==> config.mk <==
export PLATFORM = sky130hd
export DESIGN_NAME = rv32i_core
export DESIGN_NICKNAME = d
export VERILOG_FILES = /design/src/common/rv32_pkg.sv /design/src/common/core_ctrl_if.sv /design/src/core/core_controller.sv /design/src/core/core_datapath.sv /design/src/core/rv32i_core.sv /design/src/hw/alu.sv /design/src/hw/register_file.sv
export SDC_FILE = /design/constraint.sdc
export NUM_CORES = 2
export LEC_CHECK = 0
export BUFFER_PORTS_ARGS = -buffer_cell sky130_fd_sc_hd__buf_4
export CORE_ASPECT_RATIO = 0.6
export CORE_MARGIN = 2
export CORE_UTILIZATION = 30
export DETAILED_ROUTE_END_ITERATION = 10
export PLACE_DENSITY = 0.45
export SLEW_MARGIN = 5
export SYNTH_ARGS = -nofsm -noshare
export SYNTH_HDL_FRONTEND = slang
export SYNTH_SLANG_ARGS = --single-unit
==> constraint.sdc <==
create_clock -name clk -period 7.6 [get_ports clk]
set_input_delay 1.14 -clock clk [delete_from_list [all_inputs] [get_ports clk]]
set_output_delay 1.14 -clock clk [all_outputs]
set_load 0.005 [all_outputs]
==> src/common/rv32_pkg.sv <==
package rv32_pkg;

    // data and address width of the core
    localparam int xlen = 32;

    // register index width, 32 architectural registers
    localparam int reg_addr_w = 5;

    // first instruction is fetched from word zero
    localparam logic [xlen-1:0] pc_start = '0;

    // major opcodes of the kept instruction groups, RV32I encodings
    typedef enum logic [6:0] {
        OP_LOAD  = 7'b0000011,
        OP_ITYPE = 7'b0010011,
        OP_STORE = 7'b0100011,
        OP_RTYPE = 7'b0110011
    } opcode_t;

    // operations the ALU can perform
    typedef enum logic [3:0] {
        ALU_ADD,
        ALU_SUB,
        ALU_SLL,
        ALU_SLT,
        ALU_SLTU,
        ALU_XOR,
        ALU_SRL,
        ALU_SRA,
        ALU_OR,
        ALU_AND
    } alu_op_t;

    // multicycle controller states
    typedef enum logic [2:0] {
        S_FETCH,
        S_DECODE,
        S_MEMADR,
        S_MEMREAD,
        S_MEMWB,
        S_MEMWRITE,
        S_EXECUTE,
        S_ALUWB
    } core_state_t;

    // alu operand a source
    typedef enum logic {SRC_A_PC, SRC_A_REG} alu_src_a_t;

    // alu operand b source
    typedef enum logic [1:0] {SRC_B_REG, SRC_B_IMM, SRC_B_FOUR} alu_src_b_t;

    // register file write-back source
    typedef enum logic {RESULT_ALU_LAST, RESULT_MEM_DATA} result_src_t;

    // memory address source, instruction fetch or data access
    typedef enum logic {ADDR_PC, ADDR_ALU_LAST} addr_src_t;

endpackage

==> src/common/core_ctrl_if.sv <==
`timescale 1ns/1ns

interface core_ctrl_if;

    // instruction fields, decoded from IR in the datapath
    rv32_pkg::opcode_t opcode;
    logic [2:0] funct3;
    logic [6:0] funct7;

    // register write strobes, each acts at the next rising clk
    logic ir_write;
    logic pc_write;
    logic pc_plus4_write;
    logic alu_last_write;
    logic mem_data_write;
    logic reg_write;

    // datapath selects
    rv32_pkg::alu_op_t alu_op;
    rv32_pkg::alu_src_a_t alu_src_a;
    rv32_pkg::alu_src_b_t alu_src_b;
    rv32_pkg::result_src_t result_src;
    rv32_pkg::addr_src_t addr_src;

    modport ctrl (
        input  opcode, funct3, funct7,
        output ir_write, pc_write, pc_plus4_write, alu_last_write, mem_data_write, reg_write,
        output alu_op, alu_src_a, alu_src_b, result_src, addr_src
    );

    modport dp (
        output opcode, funct3, funct7,
        input  ir_write, pc_write, pc_plus4_write, alu_last_write, mem_data_write, reg_write,
        input  alu_op, alu_src_a, alu_src_b, result_src, addr_src
    );

endinterface

==> src/core/core_controller.sv <==
`timescale 1ns/1ns

module core_controller (
    input  logic                      clk,
    input  logic                      rst,
    core_ctrl_if.ctrl                 bus,
    output logic                      mem_wr_ena,
    output logic                      instruction_done,
    output logic [rv32_pkg::xlen-1:0] instructions_completed
);

    rv32_pkg::core_state_t state;
    rv32_pkg::core_state_t state_next;

    // funct7 bit 5 (instruction bit 30) picks SUB and SRA
    logic alt_op;

    assign alt_op = bus.funct7[5];

    always_ff @(posedge clk) begin
        if (rst) begin
            state <= rv32_pkg::S_FETCH;
        end else begin
            state <= state_next;
        end
    end

    // next state
    always_comb begin
        state_next = rv32_pkg::S_FETCH;
        case (state)
            rv32_pkg::S_FETCH: state_next = rv32_pkg::S_DECODE;
            rv32_pkg::S_DECODE: begin
                case (bus.opcode)
                    rv32_pkg::OP_LOAD, rv32_pkg::OP_STORE: state_next = rv32_pkg::S_MEMADR;
                    rv32_pkg::OP_RTYPE, rv32_pkg::OP_ITYPE: state_next = rv32_pkg::S_EXECUTE;
                    // anything else retires nothing
                    default: state_next = rv32_pkg::S_FETCH;
                endcase
            end
            rv32_pkg::S_MEMADR: begin
                if (bus.opcode == rv32_pkg::OP_LOAD) begin
                    state_next = rv32_pkg::S_MEMREAD;
                end else begin
                    state_next = rv32_pkg::S_MEMWRITE;
                end
            end
            rv32_pkg::S_MEMREAD: state_next = rv32_pkg::S_MEMWB;
            rv32_pkg::S_EXECUTE: state_next = rv32_pkg::S_ALUWB;
            // MEMWB, MEMWRITE and ALUWB all end the instruction
            default: state_next = rv32_pkg::S_FETCH;
        endcase
    end

    // strobes and selects per state
    always_comb begin
        // all strobes low unless the state needs them
        bus.ir_write = 1'b0;
        bus.pc_write = 1'b0;
        bus.pc_plus4_write = 1'b0;
        bus.alu_last_write = 1'b0;
        bus.mem_data_write = 1'b0;
        bus.reg_write = 1'b0;
        bus.alu_op = rv32_pkg::ALU_ADD;
        bus.alu_src_a = rv32_pkg::SRC_A_REG;
        bus.alu_src_b = rv32_pkg::SRC_B_IMM;
        bus.result_src = rv32_pkg::RESULT_ALU_LAST;
        bus.addr_src = rv32_pkg::ADDR_PC;
        mem_wr_ena = 1'b0;
        instruction_done = 1'b0;
        case (state)
            rv32_pkg::S_FETCH: begin
                // read the instruction at PC and form PC+4 on the ALU
                bus.addr_src = rv32_pkg::ADDR_PC;
                bus.ir_write = 1'b1;
                bus.alu_op = rv32_pkg::ALU_ADD;
                bus.alu_src_a = rv32_pkg::SRC_A_PC;
                bus.alu_src_b = rv32_pkg::SRC_B_FOUR;
                bus.pc_plus4_write = 1'b1;
            end
            rv32_pkg::S_DECODE: begin
                // unsupported opcode, just step over it
                case (bus.opcode)
                    rv32_pkg::OP_LOAD, rv32_pkg::OP_STORE,
                    rv32_pkg::OP_RTYPE, rv32_pkg::OP_ITYPE: bus.pc_write = 1'b0;
                    default: bus.pc_write = 1'b1;
                endcase
            end
            rv32_pkg::S_MEMADR: begin
                // effective address is rs1 plus offset
                bus.alu_op = rv32_pkg::ALU_ADD;
                bus.alu_src_a = rv32_pkg::SRC_A_REG;
                bus.alu_src_b = rv32_pkg::SRC_B_IMM;
                bus.alu_last_write = 1'b1;
            end
            rv32_pkg::S_MEMREAD: begin
                bus.addr_src = rv32_pkg::ADDR_ALU_LAST;
                bus.mem_data_write = 1'b1;
            end
            rv32_pkg::S_MEMWB: begin
                bus.result_src = rv32_pkg::RESULT_MEM_DATA;
                bus.reg_write = 1'b1;
                bus.pc_write = 1'b1;
                instruction_done = 1'b1;
            end
            rv32_pkg::S_MEMWRITE: begin
                bus.addr_src = rv32_pkg::ADDR_ALU_LAST;
                mem_wr_ena = 1'b1;
                bus.pc_write = 1'b1;
                instruction_done = 1'b1;
            end
            rv32_pkg::S_EXECUTE: begin
                bus.alu_src_a = rv32_pkg::SRC_A_REG;
                if (bus.opcode == rv32_pkg::OP_ITYPE) begin
                    bus.alu_src_b = rv32_pkg::SRC_B_IMM;
                end else begin
                    bus.alu_src_b = rv32_pkg::SRC_B_REG;
                end
                bus.alu_last_write = 1'b1;
                case (bus.funct3)
                    // only the register form has SUB, ADDI ignores bit 30
                    3'b000: begin
                        if ((bus.opcode == rv32_pkg::OP_RTYPE) && alt_op) begin
                            bus.alu_op = rv32_pkg::ALU_SUB;
                        end else begin
                            bus.alu_op = rv32_pkg::ALU_ADD;
                        end
                    end
                    3'b001: bus.alu_op = rv32_pkg::ALU_SLL;
                    3'b010: bus.alu_op = rv32_pkg::ALU_SLT;
                    3'b011: bus.alu_op = rv32_pkg::ALU_SLTU;
                    3'b100: bus.alu_op = rv32_pkg::ALU_XOR;
                    // SRL or SRA, same for SRLI and SRAI
                    3'b101: begin
                        if (alt_op) begin
                            bus.alu_op = rv32_pkg::ALU_SRA;
                        end else begin
                            bus.alu_op = rv32_pkg::ALU_SRL;
                        end
                    end
                    3'b110: bus.alu_op = rv32_pkg::ALU_OR;
                    default: bus.alu_op = rv32_pkg::ALU_AND;
                endcase
            end
            rv32_pkg::S_ALUWB: begin
                bus.result_src = rv32_pkg::RESULT_ALU_LAST;
                bus.reg_write = 1'b1;
                bus.pc_write = 1'b1;
                instruction_done = 1'b1;
            end
            default: begin
                bus.addr_src = rv32_pkg::ADDR_PC;
            end
        endcase
    end

    // retired instruction counter, bumps at the edge ending the last cycle
    always_ff @(posedge clk) begin
        if (rst) begin
            instructions_completed <= '0;
        end else if (instruction_done) begin
            instructions_completed <= instructions_completed + 1'b1;
        end
    end

endmodule

==> src/core/core_datapath.sv <==
`timescale 1ns/1ns

module core_datapath (
    input  logic                      clk,
    input  logic                      rst,
    core_ctrl_if.dp                   bus,
    input  logic [rv32_pkg::xlen-1:0] mem_rd_data,
    output logic [rv32_pkg::xlen-1:0] mem_addr,
    output logic [rv32_pkg::xlen-1:0] mem_wr_data,
    output logic [rv32_pkg::xlen-1:0] pc
);

    // architectural and non-architectural registers
    logic [rv32_pkg::xlen-1:0] ir;
    logic [rv32_pkg::xlen-1:0] pc_plus4;
    logic [rv32_pkg::xlen-1:0] reg_a;
    logic [rv32_pkg::xlen-1:0] reg_b;
    logic [rv32_pkg::xlen-1:0] alu_last;
    logic [rv32_pkg::xlen-1:0] mem_data;

    // decoded fields
    rv32_pkg::opcode_t opcode;
    logic [rv32_pkg::reg_addr_w-1:0] rd;
    logic [rv32_pkg::reg_addr_w-1:0] rs1;
    logic [rv32_pkg::reg_addr_w-1:0] rs2;
    logic [rv32_pkg::xlen-1:0] imm;

    logic [rv32_pkg::xlen-1:0] rf_data0;
    logic [rv32_pkg::xlen-1:0] rf_data1;
    logic [rv32_pkg::xlen-1:0] src_a;
    logic [rv32_pkg::xlen-1:0] src_b;
    logic [rv32_pkg::xlen-1:0] alu_result;
    logic [rv32_pkg::xlen-1:0] result;

    assign opcode = rv32_pkg::opcode_t'(ir[6:0]);
    assign rd = ir[11:7];
    assign rs1 = ir[19:15];
    assign rs2 = ir[24:20];

    // fields to the controller
    assign bus.opcode = opcode;
    assign bus.funct3 = ir[14:12];
    assign bus.funct7 = ir[31:25];

    // S-form for stores, I-form for everything else
    always_comb begin
        if (opcode == rv32_pkg::OP_STORE) begin
            imm = {{20{ir[31]}}, ir[31:25], ir[11:7]};
        end else begin
            imm = {{20{ir[31]}}, ir[31:20]};
        end
    end

    // PC is the only datapath register with a reset value
    always_ff @(posedge clk) begin
        if (rst) begin
            pc <= rv32_pkg::pc_start;
        end else if (bus.pc_write) begin
            pc <= pc_plus4;
        end
    end

    always_ff @(posedge clk) begin
        if (bus.ir_write) begin
            ir <= mem_rd_data;
        end
        if (bus.pc_plus4_write) begin
            pc_plus4 <= alu_result;
        end
        if (bus.alu_last_write) begin
            alu_last <= alu_result;
        end
        if (bus.mem_data_write) begin
            mem_data <= mem_rd_data;
        end
        // operand registers follow the register file every cycle
        reg_a <= rf_data0;
        reg_b <= rf_data1;
    end

    // operand muxes
    always_comb begin
        if (bus.alu_src_a == rv32_pkg::SRC_A_PC) begin
            src_a = pc;
        end else begin
            src_a = reg_a;
        end
        case (bus.alu_src_b)
            rv32_pkg::SRC_B_REG: src_b = reg_b;
            rv32_pkg::SRC_B_IMM: src_b = imm;
            default: src_b = 32'd4;
        endcase
    end

    // write-back and address muxes
    assign result = (bus.result_src == rv32_pkg::RESULT_MEM_DATA) ? mem_data : alu_last;
    assign mem_addr = (bus.addr_src == rv32_pkg::ADDR_ALU_LAST) ? alu_last : pc;

    // stores always take rs2 data
    assign mem_wr_data = reg_b;

    alu u_alu (
        .a(src_a),
        .b(src_b),
        .op(bus.alu_op),
        .result(alu_result)
    );

    register_file u_register_file (
        .clk(clk),
        .rst(rst),
        .wr_ena(bus.reg_write),
        .wr_addr(rd),
        .wr_data(result),
        .rd_addr0(rs1),
        .rd_addr1(rs2),
        .rd_data0(rf_data0),
        .rd_data1(rf_data1)
    );

endmodule

==> src/core/rv32i_core.sv <==
`timescale 1ns/1ns

module rv32i_core (
    input  logic                      clk,
    input  logic                      rst,
    input  logic [rv32_pkg::xlen-1:0] mem_rd_data,
    output logic [rv32_pkg::xlen-1:0] mem_addr,
    output logic [rv32_pkg::xlen-1:0] mem_wr_data,
    output logic                      mem_wr_ena,
    output logic [rv32_pkg::xlen-1:0] pc,
    output logic [rv32_pkg::xlen-1:0] instructions_completed,
    output logic                      instruction_done
);

    // controller to datapath link
    core_ctrl_if bus ();

    // FSM, decode and retire bookkeeping
    core_controller u_core_controller (
        .clk(clk),
        .rst(rst),
        .bus(bus.ctrl),
        .mem_wr_ena(mem_wr_ena),
        .instruction_done(instruction_done),
        .instructions_completed(instructions_completed)
    );

    // registers, ALU and register file
    core_datapath u_core_datapath (
        .clk(clk),
        .rst(rst),
        .bus(bus.dp),
        .mem_rd_data(mem_rd_data),
        .mem_addr(mem_addr),
        .mem_wr_data(mem_wr_data),
        .pc(pc)
    );

endmodule

==> src/hw/alu.sv <==
`timescale 1ns/1ns

module alu (
    input  logic [rv32_pkg::xlen-1:0] a,
    input  logic [rv32_pkg::xlen-1:0] b,
    input  rv32_pkg::alu_op_t         op,
    output logic [rv32_pkg::xlen-1:0] result
);

    // shift amount is the low five bits of b
    logic [4:0] shamt;

    assign shamt = b[4:0];

    always_comb begin
        case (op)
            rv32_pkg::ALU_ADD: result = a + b;
            rv32_pkg::ALU_SUB: result = a - b;
            rv32_pkg::ALU_SLL: result = a << shamt;
            // signed compare, result is 1 or 0
            rv32_pkg::ALU_SLT: begin
                result = {{(rv32_pkg::xlen-1){1'b0}}, $signed(a) < $signed(b)};
            end
            // unsigned compare
            rv32_pkg::ALU_SLTU: begin
                result = {{(rv32_pkg::xlen-1){1'b0}}, a < b};
            end
            rv32_pkg::ALU_XOR: result = a ^ b;
            rv32_pkg::ALU_SRL: result = a >> shamt;
            // arithmetic shift keeps the sign bit
            rv32_pkg::ALU_SRA: result = $signed(a) >>> shamt;
            rv32_pkg::ALU_OR: result = a | b;
            rv32_pkg::ALU_AND: result = a & b;
            default: result = '0;
        endcase
    end

endmodule

==> src/hw/register_file.sv <==
`timescale 1ns/1ns

module register_file (
    input  logic                            clk,
    input  logic                            rst,
    input  logic                            wr_ena,
    input  logic [rv32_pkg::reg_addr_w-1:0] wr_addr,
    input  logic [rv32_pkg::xlen-1:0]       wr_data,
    input  logic [rv32_pkg::reg_addr_w-1:0] rd_addr0,
    input  logic [rv32_pkg::reg_addr_w-1:0] rd_addr1,
    output logic [rv32_pkg::xlen-1:0]       rd_data0,
    output logic [rv32_pkg::xlen-1:0]       rd_data1
);

    logic [rv32_pkg::xlen-1:0] regs [2**rv32_pkg::reg_addr_w];

    // synchronous write, x0 is never written so it stays zero
    always_ff @(posedge clk) begin
        if (rst) begin
            for (int i = 0; i < 2**rv32_pkg::reg_addr_w; i++) begin
                regs[i] <= '0;
            end
        end else if (wr_ena && (wr_addr != '0)) begin
            regs[wr_addr] <= wr_data;
        end
    end

    // asynchronous reads
    assign rd_data0 = regs[rd_addr0];
    assign rd_data1 = regs[rd_addr1];

endmodule
==> results.ini <==
[min_path]
hp-start = u_core_datapath.pc[9]
hp-class = reg -> reg

[critical_path]
crit_slowest_cell = a21oi_1
crit_buf_inv = 1
cp-start-kind = flop
cp_data_required_time_ps = 8030
worstSetupEndpoint = u_core_datapath.pc_plus4[0]
r2r_slack_ps = 930
cp_top_family = compound AO/OA/AOI/OAI gates
critPathArrivalTime_ps = 7100
critPathCaptureType = flop
cpMostUsedCell = a21oi_1
crit_path_max_incr_delay_ps = 790
crit_cells = 13
cp-startpoint = u_core_controller.state[2]
path_max_fanout = 26
timing.rr.start = u_core_controller.state[2]
reg2reg_depth = 13
r2r_end = u_core_datapath.pc_plus4[0]
crit_chain = or3_2 > buf_4 > and3_1 > a21oi_1 > ha_1 > nor4_1 > a21boi_0 > a211oi_1 > a21oi_1 > o21ai_0 > or3b_2 > o2111ai_1 > nand3_1
critPathKind = reg -> reg

[synth]
ys_ff_latch = 1283
ys_types = 93
synth_warnings = 0
synth_area_leaders = edfxtp_1 (49%), mux4_2 (21%), nor2_1 (6.6%)
syn_area_mm2 = 0.0700
synth_common_cells = nor2_1 (1223), edfxtp_1 (1152), mux4_2 (657)
synth.avg_cell_area_um2 = 13.0
synth_ff_type = edfxtp_1
seq_area_frac_synth = 0.531
async_flop_share = 0
synth.largest_area_cell = edfxtp_1
yosys.area.top_type_share = 0.494
synthCells = 5372
yosysMostFrequentCell = nor2_1
synth_edf_count = 1152

[layout]
fin_cells = 8632
synthToLayoutAreaGrowth_pct = 14.2
fillerInstances = 22533
drive_above_1_share = 0.266
fin_nets = 5521

[power]
clkPwrFrac = 0.362
intPower_w = 0.0132
peakVddDrop_v = 0.000201
power_frac_seq = 0.445
switchingPower_w = 0.00572
p_comb_frac = 0.193
leakage_nw = 28.0
p_sw_frac = 0.302
power_density_mw_per_mm2 = 237

[timing]
rsz0062_at_grt = false
hold_violations = 0
whs_ps = 453
timing.final.crit_share = 0.877
maxSlewViolCount = 3
timing.fmax_mhz = 150
setup_violations = 0
tightestPinTransition_ps = 1660
max_slew_margin = -0.116
skew_ps = 63.1
finalCriticalPeriod_ps = 6670
fin_setup_tns_ps = 0

[grt]
grt_usage = 0.263
antenna_found_initial = 34
grt_pass1_wl_um = 429000
grt_max_degree = 102
grt_pass1_vias = 48674
gr-total-overflow = 0

[routing]
drt_wl_total_um = 317000
dr.pass1.iters = 8
drc_errors = 0
drtIter0Drc = 8523
avgViaCountPerCell = 5.98
routedWlPerCell_um = 36.8
vias = 51661
ant_nets = 0

[clock_network]
ctsResizeCount = 0
cts_sinks = 1283
cts.hold.buffers_added = 0
cts_tree = built
cts_root_buf = clkbuf_16
clk_pin_slew_ps = 70
clock_path_buffers = 3
numCtsBuffers = 119
htree_levels = 3
clk_latency_ps = 800
cts_setup_buffers = 0

[placed_design]
hpwl_um = 215000
io_buffers = 163
place_inst = 8391
gp_congestion = 1.07

[die]
dieWidth_um = 628
ios = 164
placementRows = 137
die-area_mm2 = 0.238
core-area_mm2 = 0.232
dieHeight_um = 378
start_util = 0.302

[run_status]
outcome = finished with violations
violations = capacitance limit, slew limit

[flow_run]
cap_viol_max_count = 1

==> logic make-up (layout without fill, tap and decap cells) <==
group	count (synthesis)	after routing	share of synthesized area
flip-flops	1283	1283	0.531
AND/OR/NAND/NOR	1785	1785	0.105
XOR/XNOR	34	34	0.00425
AO/OA/AOI/OAI	702	702	0.0643
adder cells (fa/ha/maj)	100	100	0.0181
other	1	46	0.0000535
multiplexers	868	868	0.243
buffers and inverters	599	687	0.0338
==> power by group through the flow <==
stage          clock network (W)  registers (W)  logic, W
2_1_floorplan                  0        0.00832   0.00206
3_3_place_gp                   0        0.00856   0.00350
3_5_place_dp                   0        0.00857   0.00348
4_1_cts                  0.00695        0.00841   0.00349
5_1_grt                  0.00720        0.00844   0.00374
6_report                 0.00686        0.00844   0.00365
==> cells in the final DEF (no fill, tap or decap), types with 19 or more instances in the layout <==
cell type	synthesis	final
mux4_2	657	657
o21ai_0	148	147
nand2_1	269	240
nand2b_2	0	31
a21oi_1	223	220
buf_4	5	359
o31ai_1	22	20
nand2_2	0	29
nor3_1	63	63
inv_1	89	89
ha_1	98	98
o211ai_1	39	39
or3_1	23	22
mux2_2	107	107
bufinv_16	0	24
conb_1	1	32
a31oi_1	21	21
a211oi_1	47	46
mux2i_1	102	69
clkinv_2	1	22
nand3_1	60	59
and3_1	21	21
clkbuf_16	0	119
edfxtp_1	1152	1152
mux2i_4	0	32
o21bai_1	19	19
nor2_1	1223	1222
dfxtp_1	131	131
==> final cells by class <==
type | instances | area, um^2 | share of cell area
diodes | 14 | 35.0 | 0.000438
clock inverters | 75 | 1160 | 0.0145
clock buffers | 150 | 3230 | 0.0404
repair buffers | 367 | 2830 | 0.0354
flip-flops and latches | 1283 | 37200 | 0.465
well taps | 3127 | 3910 | 0.0489
multi-input cells | 3521 | 31200 | 0.390
inverters | 95 | 362 | 0.00452
==> routing by layer <==
layer | wire [um] | GRT usage | up-vias
met1 | 147000 | 0.410 | 27562
li1 | - | - | 20499
met4 | 5730 | 0.0456 | 28
met5 | 679 | 0.0116 | -
met3 | 42000 | 0.100 | 378
met2 | 122000 | 0.338 | 3194
==> worst register-to-register path, stage by stage, from the launching register on <==
cell	delay, ps
dfxtp_1	550
or3_2	540
buf_4	510
and3_1	630
a21oi_1	200
ha_1	520
nor4_1	400
a21boi_0	730
a211oi_1	210
a21oi_1	790
o21ai_0	410
or3b_2	540
o2111ai_1	110
nand3_1	180
==> worst min path at each step <==
stage	endpoint	cells after the start	slack [ps]
5_1_grt	u_core_datapath.ir[23]	1	480
2_1_floorplan	u_core_datapath.pc[10]	2	470
6_report	u_core_datapath.pc[9]	2	450
3_5_place_dp	u_core_datapath.pc[3]	2	440
4_1_cts	u_core_datapath.pc[6]	2	450
3_3_place_gp	u_core_datapath.pc[4]	2	440
==> metrics by stage <==
step	setup slack [ps]	cell area (um^2)	total power (W)	utilization
after detailed placement	1210	75500	0.0120	0.325
after CTS	1180	79900	0.0188	0.344
after global placement	1120	75500	0.0121	0.325
after global routing	715	80000	0.0194	0.344
after floorplan	1980	70200	0.0104	-
final	934	80000	0.0189	0.344
==> flip-flops by register name, indices dropped and copies added (netlist names) <==
| signal | count |
|---|---|
| u_core_controller.state | 3 |
| u_core_datapath.alu_last | 32 |
| u_core_controller.instructions_completed | 32 |
| u_core_datapath.reg_a | 32 |
| u_core_datapath.mem_wr_data | 32 |
| u_core_datapath.u_register_file.regs | 1024 |
| u_core_datapath.pc | 32 |
| u_core_datapath.pc_plus4 | 32 |
| u_core_datapath.mem_data | 32 |
| u_core_datapath.ir | 32 |
Note: power is estimated with default switching activity, not from simulation.
